**config.mk**
```make
export PLATFORM = sky130hd
export DESIGN_NAME = msr_unit_top
export DESIGN_NICKNAME = d
export VERILOG_FILES = /design/src/logic/msr_pkg.sv /design/src/logic/msr_addr_stage.sv /design/src/logic/msr_exec_unit.sv /design/src/logic/msr_regfile.sv /design/src/logic/msr_unit_top.sv
export VERILOG_INCLUDE_DIRS = /design/src /design/src/logic
export SDC_FILE = /design/constraint.sdc
export NUM_CORES = 1
export LEC_CHECK = 0
export BUFFER_PORTS_ARGS = -buffer_cell sky130_fd_sc_hd__buf_4
export CAP_MARGIN = 20
export CORE_AREA = 2 2 151 153
export DETAILED_ROUTE_END_ITERATION = 10
export DIE_AREA = 0 0 153 155
export PLACE_DENSITY = 0.82
export REMOVE_ABC_BUFFERS = 1
export SLEW_MARGIN = 20
export SYNTH_ARGS = -nofsm -noshare
export SYNTH_HDL_FRONTEND = slang
export SYNTH_SLANG_ARGS = --single-unit
```
**constraint.sdc**
```tcl
create_clock -name clk -period 4.4 [get_ports clk]
set_clock_uncertainty 0.15 [all_clocks]
set_input_delay 0.66 -clock clk [delete_from_list [all_inputs] [get_ports clk]]
set_output_delay 0.66 -clock clk [all_outputs]
set_load 0.005 [all_outputs]
```
**src/logic/msr_params.svh**
```systemverilog
/*
 * MSR access path parameters
 * Data widths, bank numbers, one-hot offset positions and the
 * constant values seen by read MSR
 */
`ifndef MSR_PARAMS_SVH
`define MSR_PARAMS_SVH

// Data path widths
`define MSR_DW        32
`define MSR_PSR_DW    10
`define MSR_PC_W      30
`define MSR_BANK_AW   4
`define MSR_OFF_AW    8
`define MSR_ADDR_W    (`MSR_BANK_AW + `MSR_OFF_AW)

// Bank numbers, taken from address bits 11..8
`define MSR_BANK_PS   4'd0
`define MSR_BANK_IRQC 4'd6
`define MSR_BANK_TSC  4'd7

// PS bank, bit positions in the one-hot offset
`define MSR_PS_PSR    0
`define MSR_PS_CPUID  1
`define MSR_PS_EPSR   2
`define MSR_PS_EPC    3
`define MSR_PS_COREID 4

// Interrupt controller bank
`define MSR_IRQC_IMR  0
`define MSR_IRQC_IRR  1

// Timestamp bank
`define MSR_TSC_TSR   0
`define MSR_TSC_TCR   1

// Kernel mode only after reset
`define MSR_PSR_RESET  10'h010
`define MSR_CPUID_VAL  32'h0001_0032
`define MSR_COREID_VAL 32'h0000_0001

`endif

```
**src/logic/msr_pkg.sv**
```systemverilog
/*
 * MSR types
 * Operation encoding, PSR field layout and the write operand union
 * that is decoded both as a raw word and as PSR fields
 */
`include "msr_params.svh"

package msr_pkg;

   // Operation carried with a committed instruction
   typedef enum logic [1:0] {
      op_none = 2'd0,
      op_rmsr = 2'd1,
      op_wmsr = 2'd2
   } msr_op_e;

   // Processor status register, msb first
   typedef struct packed {
      logic [1:0] res_hi;   // bits 9..8
      logic       dmme;     // data MMU enable
      logic       imme;     // instruction MMU enable
      logic       ire;      // interrupt enable
      logic       rm;       // kernel mode
      logic [2:0] res_lo;   // bits 3..1
      logic       cc;       // condition flag
   } psr_t;

   // PSR image in the low bits of a data word
   typedef struct packed {
      logic [`MSR_DW-`MSR_PSR_DW-1:0] pad;
      psr_t                           psr;
   } psr_word_t;

   // Write operand, raw or as PSR fields
   typedef union packed {
      logic [`MSR_DW-1:0] raw;
      psr_word_t          f;
   } msr_word_u;

endpackage

```
**src/logic/msr_addr_stage.sv**
```systemverilog
/*
 * MSR stage 1
 * Registers a committed instruction, forms the MSR address from the
 * two address operands and splits it into bank and one-hot offset
 */
`timescale 1ns/1ps
`include "msr_params.svh"

module msr_addr_stage (
   input  logic                    clk,
   input  logic                    reset,
   input  logic                    commit,
   input  msr_pkg::msr_op_e        op,
   input  logic [`MSR_DW-1:0]      operand_1,
   input  logic [`MSR_DW-1:0]      operand_2,
   input  logic [`MSR_DW-1:0]      operand_3,
   input  logic                    syscall,
   input  logic                    ext_exc,
   input  logic                    eret,
   input  logic                    cc_we,
   input  logic                    cc_nxt,
   input  logic [`MSR_PC_W-1:0]    insn_pc,
   input  logic [`MSR_DW-1:0]      link_addr,
   output logic                    s1_commit,
   output msr_pkg::msr_op_e        s1_op,
   output logic [`MSR_BANK_AW-1:0] s1_bank,
   output logic [`MSR_OFF_AW-1:0]  s1_off,
   output logic [`MSR_DW-1:0]      s1_wdata,
   output logic                    s1_syscall,
   output logic                    s1_ext_exc,
   output logic                    s1_eret,
   output logic                    s1_cc_we,
   output logic                    s1_cc_nxt,
   output logic [`MSR_PC_W-1:0]    s1_insn_pc,
   output logic [`MSR_DW-1:0]      s1_link_addr
);

   // Only the low 12 bits of the sum select a register
   logic [`MSR_ADDR_W-1:0] msr_addr;

   assign msr_addr = operand_1[`MSR_ADDR_W-1:0] + operand_2[`MSR_ADDR_W-1:0];

   // Control state, every event is qualified by commit
   always_ff @(posedge clk) begin
      if (reset) begin
         s1_commit  <= 1'b0;
         s1_op      <= msr_pkg::op_none;
         s1_syscall <= 1'b0;
         s1_ext_exc <= 1'b0;
         s1_eret    <= 1'b0;
         s1_cc_we   <= 1'b0;
      end else begin
         s1_commit  <= commit;
         s1_op      <= commit ? op : msr_pkg::op_none;
         s1_syscall <= commit & syscall;
         s1_ext_exc <= commit & ext_exc;
         s1_eret    <= commit & eret;
         s1_cc_we   <= commit & cc_we;
      end
   end

   // Payload, loaded only with an instruction
   always_ff @(posedge clk) begin
      if (commit) begin
         s1_bank      <= msr_addr[`MSR_ADDR_W-1:`MSR_OFF_AW];
         s1_off       <= msr_addr[`MSR_OFF_AW-1:0];
         s1_wdata     <= operand_3;
         s1_cc_nxt    <= cc_nxt;
         s1_insn_pc   <= insn_pc;
         s1_link_addr <= link_addr;
      end
   end

endmodule

```
**src/logic/msr_exec_unit.sv**
```systemverilog
/*
 * MSR stage 2
 * Read multiplexer, write-back values and enables for the MSRs,
 * exception entry and return, condition flag update
 */
`timescale 1ns/1ps
`include "msr_params.svh"

module msr_exec_unit (
   input  logic                    clk,
   input  logic                    reset,
   input  logic                    s1_commit,
   input  msr_pkg::msr_op_e        s1_op,
   input  logic [`MSR_BANK_AW-1:0] s1_bank,
   input  logic [`MSR_OFF_AW-1:0]  s1_off,
   input  logic [`MSR_DW-1:0]      s1_wdata,
   input  logic                    s1_syscall,
   input  logic                    s1_ext_exc,
   input  logic                    s1_eret,
   input  logic                    s1_cc_we,
   input  logic                    s1_cc_nxt,
   input  logic [`MSR_PC_W-1:0]    s1_insn_pc,
   input  logic [`MSR_DW-1:0]      s1_link_addr,
   input  logic [`MSR_PSR_DW-1:0]  psr,
   input  logic [`MSR_PSR_DW-1:0]  epsr,
   input  logic [`MSR_DW-1:0]      epc,
   input  logic [`MSR_DW-1:0]      imr,
   input  logic [`MSR_DW-1:0]      irr,
   input  logic [`MSR_DW-1:0]      tsr,
   input  logic [`MSR_DW-1:0]      tcr,
   output logic [`MSR_PSR_DW-1:0]  psr_nxt,
   output logic                    psr_we,
   output logic [`MSR_PSR_DW-1:0]  epsr_nxt,
   output logic                    epsr_we,
   output logic [`MSR_DW-1:0]      epc_nxt,
   output logic                    epc_we,
   output logic [`MSR_DW-1:0]      imr_nxt,
   output logic                    imr_we,
   output logic [`MSR_DW-1:0]      tsr_nxt,
   output logic                    tsr_we,
   output logic [`MSR_DW-1:0]      tcr_nxt,
   output logic                    tcr_we,
   output logic                    exp_entry,
   output logic                    rd_valid,
   output logic [`MSR_DW-1:0]      rd_data
);

   logic bank_ps, bank_irqc, bank_tsc;
   logic is_rd, is_wr;
   logic wr_psr, wr_epsr, wr_epc;
   logic [`MSR_DW-1:0] dout_ps, dout_irqc, dout_tsc, rd_mux;
   msr_pkg::msr_word_u wop;
   msr_pkg::psr_t      psr_old, psr_clean, psr_sel;

   assign bank_ps   = (s1_bank == `MSR_BANK_PS);
   assign bank_irqc = (s1_bank == `MSR_BANK_IRQC);
   assign bank_tsc  = (s1_bank == `MSR_BANK_TSC);

   assign is_rd = s1_commit & (s1_op == msr_pkg::op_rmsr);
   assign is_wr = s1_commit & (s1_op == msr_pkg::op_wmsr);

   // Read side, one AND-OR mux per bank
   assign dout_ps =
      ({`MSR_DW{s1_off[`MSR_PS_PSR]}} & {{(`MSR_DW-`MSR_PSR_DW){1'b0}}, psr}) |
      ({`MSR_DW{s1_off[`MSR_PS_CPUID]}} & `MSR_CPUID_VAL) |
      ({`MSR_DW{s1_off[`MSR_PS_EPSR]}} & {{(`MSR_DW-`MSR_PSR_DW){1'b0}}, epsr}) |
      ({`MSR_DW{s1_off[`MSR_PS_EPC]}} & epc) |
      ({`MSR_DW{s1_off[`MSR_PS_COREID]}} & `MSR_COREID_VAL);

   assign dout_irqc =
      ({`MSR_DW{s1_off[`MSR_IRQC_IMR]}} & imr) |
      ({`MSR_DW{s1_off[`MSR_IRQC_IRR]}} & irr);

   assign dout_tsc =
      ({`MSR_DW{s1_off[`MSR_TSC_TSR]}} & tsr) |
      ({`MSR_DW{s1_off[`MSR_TSC_TCR]}} & tcr);

   // Unmapped banks fall through as zero
   assign rd_mux =
      ({`MSR_DW{bank_ps}} & dout_ps) |
      ({`MSR_DW{bank_irqc}} & dout_irqc) |
      ({`MSR_DW{bank_tsc}} & dout_tsc);

   always_ff @(posedge clk) begin
      if (reset) begin
         rd_valid <= 1'b0;
      end else begin
         rd_valid <= is_rd;
      end
   end

   always_ff @(posedge clk) begin
      if (is_rd) begin
         rd_data <= rd_mux;
      end
   end

   // Write operand seen as PSR fields, reserved bits dropped
   assign wop     = s1_wdata;
   assign psr_old = psr;

   always_comb begin
      psr_clean        = wop.f.psr;
      psr_clean.res_hi = '0;
      psr_clean.res_lo = '0;
   end

   assign wr_psr  = is_wr & bank_ps & s1_off[`MSR_PS_PSR];
   assign wr_epsr = is_wr & bank_ps & s1_off[`MSR_PS_EPSR];
   assign wr_epc  = is_wr & bank_ps & s1_off[`MSR_PS_EPC];

   assign exp_entry = s1_syscall | s1_ext_exc;

   // PSR sources, at most one is active per commit
   always_comb begin
      psr_sel = psr_clean;
      if (exp_entry) begin
         psr_sel     = psr_old;
         psr_sel.rm  = 1'b1;
         psr_sel.ire = 1'b0;
      end else if (s1_eret) begin
         psr_sel = epsr;
      end else if (s1_cc_we) begin
         psr_sel    = psr_old;
         psr_sel.cc = s1_cc_nxt;
      end
   end

   assign psr_nxt = psr_sel;
   assign psr_we  = exp_entry | s1_eret | s1_cc_we | wr_psr;

   assign epsr_nxt = wr_epsr ? psr_clean : psr_old;
   assign epsr_we  = exp_entry | wr_epsr;

   // Syscall resumes after itself, an external exception replays the insn
   assign epc_nxt = wr_epc     ? wop.raw :
                    s1_ext_exc ? {s1_insn_pc, 2'b00} : s1_link_addr;
   assign epc_we  = exp_entry | wr_epc;

   assign imr_nxt = wop.raw;
   assign imr_we  = is_wr & bank_irqc & s1_off[`MSR_IRQC_IMR];
   assign tsr_nxt = wop.raw;
   assign tsr_we  = is_wr & bank_tsc & s1_off[`MSR_TSC_TSR];
   assign tcr_nxt = wop.raw;
   assign tcr_we  = is_wr & bank_tsc & s1_off[`MSR_TSC_TCR];

   a_psr_src_mutex : assert property (@(posedge clk) disable iff (reset)
      $onehot0({exp_entry, s1_eret, s1_cc_we, wr_psr}))
      else $error("PSR write-back sources not mutually exclusive");

   a_exc_src_mutex : assert property (@(posedge clk) disable iff (reset)
      $onehot0({s1_syscall, s1_ext_exc}))
      else $error("syscall and external exception in one commit");

endmodule

```
**src/logic/msr_regfile.sv**
```systemverilog
/*
 * MSR register file
 * Holds PSR, EPSR, EPC, IMR, IRR, TSR and TCR, applies stage 2 writes,
 * runs the timestamp counter and samples the interrupt lines
 */
`timescale 1ns/1ps
`include "msr_params.svh"

module msr_regfile (
   input  logic                   clk,
   input  logic                   reset,
   input  logic [`MSR_DW-1:0]     irq_lines,
   input  logic [`MSR_PSR_DW-1:0] psr_nxt,
   input  logic                   psr_we,
   input  logic [`MSR_PSR_DW-1:0] epsr_nxt,
   input  logic                   epsr_we,
   input  logic [`MSR_DW-1:0]     epc_nxt,
   input  logic                   epc_we,
   input  logic [`MSR_DW-1:0]     imr_nxt,
   input  logic                   imr_we,
   input  logic [`MSR_DW-1:0]     tsr_nxt,
   input  logic                   tsr_we,
   input  logic [`MSR_DW-1:0]     tcr_nxt,
   input  logic                   tcr_we,
   output logic [`MSR_PSR_DW-1:0] psr,
   output logic [`MSR_PSR_DW-1:0] epsr,
   output logic [`MSR_DW-1:0]     epc,
   output logic [`MSR_DW-1:0]     imr,
   output logic [`MSR_DW-1:0]     irr,
   output logic [`MSR_DW-1:0]     tsr,
   output logic [`MSR_DW-1:0]     tcr
);

   msr_pkg::psr_t psr_view;

   // Status and exception registers
   always_ff @(posedge clk) begin
      if (reset) begin
         psr  <= `MSR_PSR_RESET;
         epsr <= '0;
         epc  <= '0;
      end else begin
         if (psr_we) begin
            psr <= psr_nxt;
         end
         if (epsr_we) begin
            epsr <= epsr_nxt;
         end
         if (epc_we) begin
            epc <= epc_nxt;
         end
      end
   end

   // Interrupt mask and request registers
   always_ff @(posedge clk) begin
      if (reset) begin
         imr <= '0;
         irr <= '0;
      end else begin
         if (imr_we) begin
            imr <= imr_nxt;
         end
         irr <= irq_lines;
      end
   end

   // Timestamp counter, a software write wins over counting
   always_ff @(posedge clk) begin
      if (reset) begin
         tsr <= '0;
         tcr <= '0;
      end else begin
         if (tsr_we) begin
            tsr <= tsr_nxt;
         end else if (tcr[0]) begin
            tsr <= tsr + 1'b1;
         end
         if (tcr_we) begin
            tcr <= tcr_nxt;
         end
      end
   end

   assign psr_view = psr;

   // Every PSR source in stage 2 strips the reserved bits
   a_psr_reserved_zero : assert property (@(posedge clk) disable iff (reset)
      (psr_view.res_hi == '0) && (psr_view.res_lo == '0))
      else $error("Reserved PSR bits set in stored PSR");

endmodule

```
**src/logic/msr_unit_top.sv**
```systemverilog
/*
 * MSR unit top level
 * Address stage, execution unit and register file of the
 * read/write MSR path
 */
`timescale 1ns/1ps
`include "msr_params.svh"

module msr_unit_top (
   input  logic                   clk,
   input  logic                   reset,
   input  logic                   commit,
   input  msr_pkg::msr_op_e       op,
   input  logic [`MSR_DW-1:0]     operand_1,
   input  logic [`MSR_DW-1:0]     operand_2,
   input  logic [`MSR_DW-1:0]     operand_3,
   input  logic                   syscall,
   input  logic                   ext_exc,
   input  logic                   eret,
   input  logic                   cc_we,
   input  logic                   cc_nxt,
   input  logic [`MSR_PC_W-1:0]   insn_pc,
   input  logic [`MSR_DW-1:0]     link_addr,
   input  logic [`MSR_DW-1:0]     irq_lines,
   output logic                   rd_valid,
   output logic [`MSR_DW-1:0]     rd_data,
   output logic [`MSR_PSR_DW-1:0] psr,
   output logic                   exp_entry
);

   // Stage 1 to stage 2
   logic                    s1_commit;
   msr_pkg::msr_op_e        s1_op;
   logic [`MSR_BANK_AW-1:0] s1_bank;
   logic [`MSR_OFF_AW-1:0]  s1_off;
   logic [`MSR_DW-1:0]      s1_wdata;
   logic                    s1_syscall, s1_ext_exc, s1_eret;
   logic                    s1_cc_we, s1_cc_nxt;
   logic [`MSR_PC_W-1:0]    s1_insn_pc;
   logic [`MSR_DW-1:0]      s1_link_addr;

   // Register file state and write-back
   logic [`MSR_PSR_DW-1:0] epsr;
   logic [`MSR_DW-1:0]     epc, imr, irr, tsr, tcr;
   logic [`MSR_PSR_DW-1:0] psr_nxt, epsr_nxt;
   logic [`MSR_DW-1:0]     epc_nxt, imr_nxt, tsr_nxt, tcr_nxt;
   logic                   psr_we, epsr_we, epc_we, imr_we, tsr_we, tcr_we;

   msr_addr_stage u_addr_stage (
      .clk, .reset, .commit, .op, .operand_1, .operand_2, .operand_3,
      .syscall, .ext_exc, .eret, .cc_we, .cc_nxt, .insn_pc, .link_addr,
      .s1_commit, .s1_op, .s1_bank, .s1_off, .s1_wdata,
      .s1_syscall, .s1_ext_exc, .s1_eret, .s1_cc_we, .s1_cc_nxt,
      .s1_insn_pc, .s1_link_addr
   );

   msr_exec_unit u_exec_unit (
      .clk, .reset,
      .s1_commit, .s1_op, .s1_bank, .s1_off, .s1_wdata,
      .s1_syscall, .s1_ext_exc, .s1_eret, .s1_cc_we, .s1_cc_nxt,
      .s1_insn_pc, .s1_link_addr,
      .psr, .epsr, .epc, .imr, .irr, .tsr, .tcr,
      .psr_nxt, .psr_we, .epsr_nxt, .epsr_we, .epc_nxt, .epc_we,
      .imr_nxt, .imr_we, .tsr_nxt, .tsr_we, .tcr_nxt, .tcr_we,
      .exp_entry, .rd_valid, .rd_data
   );

   // PSR leaves the unit straight from the register file
   msr_regfile u_regfile (
      .clk, .reset, .irq_lines,
      .psr_nxt, .psr_we, .epsr_nxt, .epsr_we, .epc_nxt, .epc_we,
      .imr_nxt, .imr_we, .tsr_nxt, .tsr_we, .tcr_nxt, .tcr_we,
      .psr, .epsr, .epc, .imr, .irr, .tsr, .tcr
   );

endmodule

```
# ---- Word-level counts from Yosys, hierarchy flattened
# Index checks and enable logic that the tools add are counted.
dict set report totals {
  in_bits 200
  output_inout_bits 44
  elab_cells 86
  reg_bits 324
}
dict set report classes {
  reduce_logical 6
  n_eq_ne 6
  bitwise 41
  mux 8
  addsub 2
}
# cell n
set op_table {}
lappend op_table {{32-bit AND} 8}
lappend op_table {{32-bit OR} 6}
lappend op_table {{32-bit 2-to-1 mux} 4}
lappend op_table {{32-bit by 10-bit AND with 32-bit output} 2}
lappend op_table {{32-bit by 1-bit adder with 32-bit output (second input constant)} 1}
lappend op_table {{32-bit by 1-bit OR with 32-bit output} 1}
lappend op_table {{32-bit by 17-bit OR with 32-bit output} 1}
lappend op_table {{10-bit 2-to-1 mux} 3}
lappend op_table {{1-bit AND} 15}
lappend op_table {{12-bit adder} 1}
lappend op_table {{4-bit by 3-bit equality test with 1-bit output (second input constant)} 2}
lappend op_table {{6-bit 2-to-1 mux} 1}
lappend op_table {{1-bit OR} 6}
lappend op_table {{4-bit logical NOT} 1}
lappend op_table {{2-bit AND reduction} 2}
lappend op_table {{3-bit by 1-bit inequality test with 1-bit output (second input constant)} 1}
lappend op_table {{3-bit AND reduction} 1}
lappend op_table {{2-bit by 1-bit equality test with 1-bit output (second input constant)} 1}
lappend op_table {{2-bit equality test (second input constant)} 1}
lappend op_table {{2-bit by 1-bit inequality test with 1-bit output (second input constant)} 1}
lappend op_table {{1-bit inverter} 2}
lappend op_table {{2-bit nonzero test} 1}
lappend op_table {{2-bit OR reduction} 1}

# ---- Depth between registers and ports, before layout
# Gate-level depths: netlist of run 1.
dict set report logic_depth {
  word_depth 8
  ltp_mapped 7
  ltp_nobuf 7
}

# ---- By module
# A second synthesis of run 1 with hierarchy kept.
dict set report unflattened {
  hier_cells 1305
  area_unflattened_um2 14893.0
}
# module seq_area_each_um2 cells_each area_per_inst_um2 n_inst
set modules_own_cells {}
lappend modules_own_cells {msr_regfile 3603.5 690 6816.5 1}
lappend modules_own_cells {msr_exec_unit 980.9 435 4176.5 1}
lappend modules_own_cells {msr_addr_stage 3353.2 180 3900.0 1}

# ---- Worst setup path before layout of run 1
# Ideal clock, no wire load.
dict set report synth_timing {
  kind {input to register}
  from {input port operand_1[0]}
  to {register u_addr_stage.s1_bank[2] (data pin)}
  cell_stages 7
  setup_ns 0.258
  required_ns 3.992
  setup_slack_ns 1.970
  arrival_ns 2.022
  cell_sequence {ha_1 > fa_1 > a21oi_1 > o211ai_1 > a31o_2 > a21oi_1 > xnor2_1}
}
dict set report synth_between {
  elab_chain_cells 1
}
# item line_no
set synth_rtl {}
lappend synth_rtl {{start, declared} msr_unit_top.sv:14} ;# input logic [`MSR_DW-1:0] operand_1,
lappend synth_rtl {{12-bit adder} msr_addr_stage.sv:41} ;# assign msr_addr = operand_1[`MSR_ADDR_W-1:0] + operand_2[`MSR_ADDR_W-1:0];
lappend synth_rtl {{net u_addr_stage.msr_addr[10]} msr_addr_stage.sv:39} ;# logic [`MSR_ADDR_W-1:0] msr_addr;
lappend synth_rtl {{end signal, assigned} msr_addr_stage.sv:65} ;# s1_bank <= msr_addr[`MSR_ADDR_W-1:`MSR_OFF_AW];
lappend synth_rtl {{end, declared} msr_addr_stage.sv:26} ;# output logic [`MSR_BANK_AW-1:0] s1_bank,
# The timed path passes the listed nets, and every way through them passes these cells.
# A chain may end at the register's enable or synchronous reset.

# ---- Final worst setup path of run 1
dict set report layout_timing {
  from {register u_addr_stage.s1_bank[0]}
  to {register u_regfile.imr[5]}
}
dict set report layout_between {
  elab_chain_cells 3
}
# item line_no
set layout_rtl {}
lappend layout_rtl {{4-bit by 3-bit equality test with 1-bit output (no line)} -}
lappend layout_rtl {{1-bit AND (2 in a row)} msr_exec_unit.sv:141} ;# assign imr_we = is_wr & bank_irqc & s1_off[`MSR_IRQC_IMR];
lappend layout_rtl {{end signal, assigned} msr_regfile.sv:62} ;# imr <= imr_nxt;
lappend layout_rtl {{end, declared} msr_regfile.sv:28} ;# output logic [`MSR_DW-1:0] imr,
# No other way between the ends.

==> impl_metrics.json, run 1 <==
{
  "outcome": "completed",
  "die_w_um": 153,
  "avgSynthCellArea_um2": 10.3,
  "clk_pin_slew_ns": 0.07,
  "r2r-end": "u_regfile.imr[5]$_SDFFE_PP0P_",
  "ys_seq_area_frac": 0.598,
  "r2r-start": "u_addr_stage.s1_bank[0]$_DFFE_PP_",
  "ant_nets": 0,
  "clockBufferDepth": 3,
  "stdcell_area_um2": 16000,
  "dr.pass1.iters": 5,
  "drtIter0Drc": 1028,
  "drive_gt1_frac": 0.194,
  "tightest_slew_ns": 0.931,
  "crit_required_ns": 4.60,
  "p_leak_nw": 5.80,
  "initial_core_util": 0.591,
  "globalplace.congestion": 0.811,
  "wirelength_um": 33100,
  "cts_resized": 0,
  "synth_edf_count": 136,
  "max_slew_margin": 0.380,
  "synth_top_area_frac": 0.311,
  "avgViaCountPerCell": 5.93,
  "drc": 0,
  "vias": 10367,
  "finalCritPeriodShare": 0.664,
  "grt_use_total": 0.275,
  "yosys.area.top_type": "edfxtp_1",
  "cts_setup_buffers": 0,
  "grt_max_degree": 118,
  "ys.flop_type": "dfxtp_1",
  "slew_violations": 0,
  "critical_path.endpoint_type": "flop",
  "cts_tree": "yes",
  "syn_to_final_growth_pct": 21.6,
  "grt_antenna_before_repair": 0,
  "fin_util": 0.718,
  "nNetsFinal": 1650,
  "hp-class": "in -> reg",
  "startpoint_type": "flop",
  "reg2reg_depth": 7,
  "ctsHoldBuffers": 0,
  "holdPathStages": 1,
  "crit_arrival_ns": 3.12,
  "synthesis.area_um2": 13100,
  "diodes": 0,
  "grt_setup_unrepaired": "false",
  "power_density_nw_per_um2": 416,
  "grt_pass1_vias": 10270,
  "ir_worst_vdd_uv": 292,
  "cts_root_buf": "clkbuf_16",
  "dpl.hpwl_um": 19900,
  "crit_start": "u_addr_stage.s1_bank[0]$_DFFE_PP_",
  "io-pin-count": 244,
  "overflow": 0,
  "die_area_um2": 23700,
  "setup_violations": 0,
  "crit_type": "reg -> reg",
  "crit_fanout": 33,
  "hp-start": "link_addr[19]",
  "io_buffers": 203,
  "synthTopCellsByArea": "edfxtp_1 (31%), dfxtp_1 (29%), nand2_1 (8.0%)",
  "hold_violations": 0,
  "setup_tns_ns": 0,
  "worst_hold_path.endpoint": "u_addr_stage.s1_link_addr[19]$_DFFE_PP_",
  "min_period_ns": 2.92,
  "ys_ff_latch": 324,
  "numCtsBuffers": 34,
  "synthCells": 1273,
  "max_clock_freq_mhz": 342,
  "cts_sinks": 324,
  "reg2reg_slack_ns": 1.48,
  "cts_max_level": 2,
  "synth_warnings": 0,
  "placed_cell_area_um2": 14800,
  "core_area_um2": 22200,
  "drv_cap": 0,
  "fin_ws_ns": 1.48,
  "die_h_um": 155,
  "rows": 55,
  "dp_slack_ns": 1.52,
  "yosysUniqueCellTypes": 51,
  "post_drt_wl_per_cell_um": 19.0,
  "async_reset_ff_frac": 0,
  "grt_pass1_wl_um": 52600,
  "clk_latency_ns": 0.51
}
final cells by class:
| class | instances | area [µm²] |
|---|---|---|
| fill | 1562 | 6260 |
| sequential | 324 | 7850 |
| clock inverter | 17 | 134 |
| multi-input combinational | 851 | 4910 |
| tap | 285 | 357 |
| clock buffer | 44 | 993 |
| timing repair buffer | 222 | 1710 |
| inverter | 4 | 15.0 |
sequential cells by signal (all words and copies together), names as in the netlist, 4 cells and up:
signal	flops
u_addr_stage.s1_bank	4
u_addr_stage.s1_insn_pc	30
u_addr_stage.s1_link_addr	32
u_addr_stage.s1_off	5
u_addr_stage.s1_wdata	32
u_exec_unit.rd_data	32
u_regfile.epc	32
u_regfile.epsr	10
u_regfile.imr	32
u_regfile.irr	32
u_regfile.psr	10
u_regfile.tcr	32
u_regfile.tsr	32
cells in the final DEF, fill, tap and decap left out, drive strengths merged, types with 4 or more instances in the layout:
| cell type | n |
|---|---|
| nand4 | 11 |
| a221o | 32 |
| a21oi | 111 |
| mux2i | 36 |
| nor3b | 4 |
| nand3 | 13 |
| dfxtp | 188 |
| o22ai | 12 |
| o21ai | 62 |
| inv | 6 |
| nor4 | 5 |
| and4 | 4 |
| a222oi | 6 |
| nor2 | 56 |
| ha | 12 |
| nand2b | 5 |
| and3 | 10 |
| xor2 | 21 |
| nand2 | 279 |
| xnor2 | 11 |
| buf | 222 |
| clkbuf | 44 |
| nor2b | 33 |
| a32oi | 5 |
| a211oi | 34 |
| nor3 | 9 |
| clkinv | 13 |
| edfxtp | 136 |
| a311oi | 10 |
| a22o | 4 |
| and2 | 13 |
| or3 | 5 |
| a22oi | 32 |
routing by layer:
metal  track usage  vias to the layer above  wire (µm)
met5             0                        -          0
met4         0.109                        0       1040
met3        0.0432                       86       2510
met2         0.474                      460      16200
met1         0.352                     4906      13300
li1              -                     4915          -
worst max-delay path, stage by stage (launching register included):
cell and delay (ns):
edfxtp_1 0.44, nor4bb_1 0.42, and2_1 0.18, buf_4 0.43, nand2_1 0.53, buf_4 0.40, nand2_1 0.12, a21oi_1 0.07
where the power goes:
group,total (mW),switching (mW),leakage (nW),internal [mW]
registers,3.36,0.0889,2.87,3.27
clock network,2.85,1.14,0.564,1.71
logic,0.436,0.236,2.37,0.200
total,6.65,1.46,5.80,5.18
metrics by stage:
stage,hold WS (ns),power [mW],instances
2_1_floorplan,0.264,3.58,1179
3_3_place_gp,0.291,3.84,1685
3_5_place_dp,0.296,3.85,1685
4_1_cts,0.166,6.68,1746
5_1_grt,0.165,6.84,1747
6_report,0.178,6.65,1747
kinds of logic after synthesis:
logic type      Yosys count  share of synthesized area
fa+ha+maj                13                     0.0130
simple gates            453                      0.155
compound gates          317                      0.156
xor+xnor                 32                     0.0213
mux                      36                     0.0274
buf+inv                  98                     0.0290
flops                   324                      0.598
synthesized netlist by cell type (6+ instances only):
cell type and instances:
a211oi_1 34, nor2b_1 33, a221o_1 32, dfxtp_1 188, xnor2_1 11, edfxtp_1 136
xor2_1 21, o21ai_0 62, nor2_1 56, clkbuf_1 85, mux2i_1 36, buf_2 7
a222oi_1 6, o22ai_1 12, a311oi_1 10, ha_1 12, and3_1 10, nand4_1 10
a22oi_1 32, and2_1 12, nor3_1 9, a21oi_1 111, nand3_1 11, nand2_1 279
how the worst max path moves through the flow:
stage / to / slack, ns / cells after the start
2_1_floorplan: u_regfile.tsr[30]$_SDFFE_PP0P_ / 1.24 / 3
5_1_grt: u_regfile.imr[10]$_SDFFE_PP0P_ / 1.33 / 7
6_report: u_regfile.imr[5]$_SDFFE_PP0P_ / 1.48 / 7
3_3_place_gp: u_regfile.imr[11]$_SDFFE_PP0P_ / 1.58 / 7
4_1_cts: u_regfile.imr[5]$_SDFFE_PP0P_ / 1.49 / 7
3_5_place_dp: u_regfile.imr[22]$_SDFFE_PP0P_ / 1.52 / 7
(Power assumes the default switching activity.)
==> inputs of run 2 (changes only) <==
--- a/config.mk
+++ b/config.mk
@@ -8,10 +8,10 @@
 export LEC_CHECK = 0
 export BUFFER_PORTS_ARGS = -buffer_cell sky130_fd_sc_hd__buf_4
 export CAP_MARGIN = 20
-export CORE_AREA = 2 2 151 153
+export CORE_AREA = 2 2 158 160
 export DETAILED_ROUTE_END_ITERATION = 10
-export DIE_AREA = 0 0 153 155
-export PLACE_DENSITY = 0.82
+export DIE_AREA = 0 0 160 162
+export PLACE_DENSITY = 0.75
 export REMOVE_ABC_BUFFERS = 1
 export SLEW_MARGIN = 20
 export SYNTH_ARGS = -nofsm -noshare
==> constraint.sdc (replaced) <==
create_clock -name clk -period 3 [get_ports clk]
set_clock_uncertainty 0.15 [all_clocks]
set_input_delay 0.45 -clock clk [delete_from_list [all_inputs] [get_ports clk]]
set_output_delay 0.45 -clock clk [all_outputs]
set_load 0.005 [all_outputs]
==> impl_metrics.json, run 2 (same netlist as run 1, synthesis figures left out) <==
{
  "dp_slack_ns": 0.489,
  "slew_violations": 0,
  "finalCritPeriodShare": 0.817,
  "holdPathStages": 2,
  "slowest_stage": "edfxtp_1",
  "max_slew_margin": 0.537,
  "power_density_nw_per_um2": 574,
  "layout_commonest_cell": "nand2_1",
  "io-pin-count": 244,
  "final_cell_mix": "nand2_1 (279), buf_4 (225), dfxtp_1 (186)",
  "cts_root_buf": "clkbuf_16",
  "min_period_ns": 2.45,
  "outcome": "completed",
  "drc": 0,
  "vias": 10684,
  "cts_tree": "yes",
  "drv_cap": 0,
  "cts_sinks": 324,
  "dp_cells": 1734,
  "max_clock_freq_mhz": 408,
  "io_buffers": 203,
  "avgViaCountPerCell": 5.63,
  "reg2reg_depth": 5,
  "hp-class": "in -> reg",
  "drtIter0Drc": 1000,
  "rows": 57,
  "power_frac_clock": 0.421,
  "post_drt_wl_per_cell_um": 18.6,
  "syn_to_final_growth_pct": 30.5,
  "die_w_um": 160,
  "dr.pass1.iters": 6,
  "crit_type": "reg -> reg",
  "cp_common_cell": "buf_4",
  "grt_pass1_wl_um": 55900,
  "fin_ws_ns": 0.550,
  "fin_cells": 1899,
  "cts_max_level": 2,
  "worstPathCellList": "buf_4 > nand3_2 > buf_4 > nor2_1 > a311oi_1",
  "dpl.hpwl_um": 20900,
  "drive_gt1_frac": 0.188,
  "ir_worst_vdd_uv": 444,
  "seqPwrFrac": 0.503,
  "p_int_mw": 7.64,
  "fillers": 1723,
  "r2r-start": "u_addr_stage.s1_off[0]$_DFFE_PP_",
  "reg2reg_slack_ns": 0.55,
  "cts_setup_buffers": 0,
  "r2r-end": "u_regfile.tsr[31]$_SDFFE_PP0P_",
  "overflow": 0,
  "cts_resized": 0,
  "tightest_slew_ns": 0.695,
  "grt_max_degree": 79,
  "nNetsFinal": 1763,
  "clockBufferDepth": 3,
  "hold_violations": 0,
  "ant_nets": 0,
  "grt_setup_unrepaired": "false",
  "globalplace.congestion": 0.840,
  "p_leak_nw": 6.28,
  "worst_hold_path.endpoint": "u_regfile.irr[24]$_SDFF_PP0_",
  "wirelength_um": 35300,
  "core_area_um2": 24100,
  "cpPeakStageDelay_ns": 0.79,
  "die_h_um": 162,
  "crit_fanout": 25,
  "p_sw_mw": 2.19,
  "startpoint_type": "flop",
  "grt_antenna_before_repair": 0,
  "crit_arrival_ns": 2.66,
  "initial_core_util": 0.545,
  "combinationalPowerShare": 0.077,
  "crit_required_ns": 3.21,
  "grt_pass1_vias": 10567,
  "hold_slack_ns": 0.00633,
  "clk_pin_slew_ns": 0.06,
  "setup_violations": 0,
  "clk_latency_ns": 0.51,
  "die_area_um2": 25900,
  "hp-start": "irq_lines[24]",
  "grt_use_total": 0.271,
  "numCtsBuffers": 34,
  "critical_path.endpoint_type": "flop",
  "diodes": 0,
  "fin_util": 0.711,
  "swShare": 0.223
}
[run 2: changes by cell type in the layout (fill, tap and decap cells not counted), moves of 2 or more]
cell | previous run | this run
buf_12 | 1 | 5
buf_4 | 218 | 225
clkbuf_16 | 38 | 36
clkbuf_8 | 2 | 7
clkinv_1 | 5 | 1
dlygate4sd3_1 | 0 | 104
[run 2: worst max path at each step]
stage / start / to / slack (ns)
after floorplan: u_addr_stage.s1_off[0]$_DFFE_PP_ / u_regfile.tsr[30]$_SDFFE_PP0P_ / -0.16
after CTS: u_addr_stage.s1_off[0]$_DFFE_PP_ / u_regfile.tsr[31]$_SDFFE_PP0P_ / 0.61
after global placement: operand_1[0] / u_addr_stage.s1_bank[2]$_DFFE_PP_ / 0.54
after detailed placement: operand_1[0] / u_addr_stage.s1_bank[2]$_DFFE_PP_ / 0.49
after global routing: u_addr_stage.s1_off[0]$_DFFE_PP_ / u_regfile.tsr[31]$_SDFFE_PP0P_ / 0.39
final: u_addr_stage.s1_off[0]$_DFFE_PP_ / u_regfile.tsr[31]$_SDFFE_PP0P_ / 0.55
[run 2: worst max-delay path, delay by kind of cell (launching register included)]
family	cells	cell delay (ns)
buffers and inverters	2	0.79
AO/OA/AOI/OAI	1	0.06
flip-flops	1	0.79
AND/OR/NAND/NOR	2	0.51
[run 2: power by group through the flow]
stage / Combinational (mW) / Clock, mW / Sequential [mW]
after floorplan: 0.243 / 0 / 5.00
after global placement: 0.619 / 0 / 5.03
after detailed placement: 0.628 / 0 / 5.03
after CTS: 0.740 / 4.18 / 4.94
after global routing: 0.817 / 4.38 / 4.96
final: 0.752 / 4.13 / 4.94
[run 2: timing repair]
| action | in CTS | in global routing |
|---|---|---|
| endpoints found under the hold margin | 103 | 1 |
| setup endpoints to repair | 0 | 0 |
| hold buffers | 103 | 1 |
[run 2: area by class of cell]
cell class | count | area, µm² | area share
flip-flops and latches | 324 | 7850 | 0.458
multi-input cells | 851 | 4910 | 0.287
repair buffers | 335 | 2840 | 0.166
clock buffers | 48 | 1020 | 0.0593
well taps | 324 | 405 | 0.0237
clock inverters | 13 | 95.1 | 0.00555
inverters | 4 | 15.0 | 0.000876
[run 2: stage by stage]
step / TNS, ns / cell area (µm²) / power, mW
finish: 0 / 17100 / 9.83
global route: 0 / 17100 / 10.2
CTS: 0 / 17100 / 9.86
detailed placement: 0 / 15000 / 5.66
global placement: 0 / 15000 / 5.65
floorplan: -4.55 / 12800 / 5.25
[run 2: layer usage]
layer,part of all wire,vias up,global-route usage,wire (µm)
li1,-,5124,-,-
met1,0.41,5098,0.344,14500
met5,0,-,0,0
met3,0.071,57,0.0490,2500
met2,0.50,405,0.478,17600
met4,0.020,0,0.0733,709
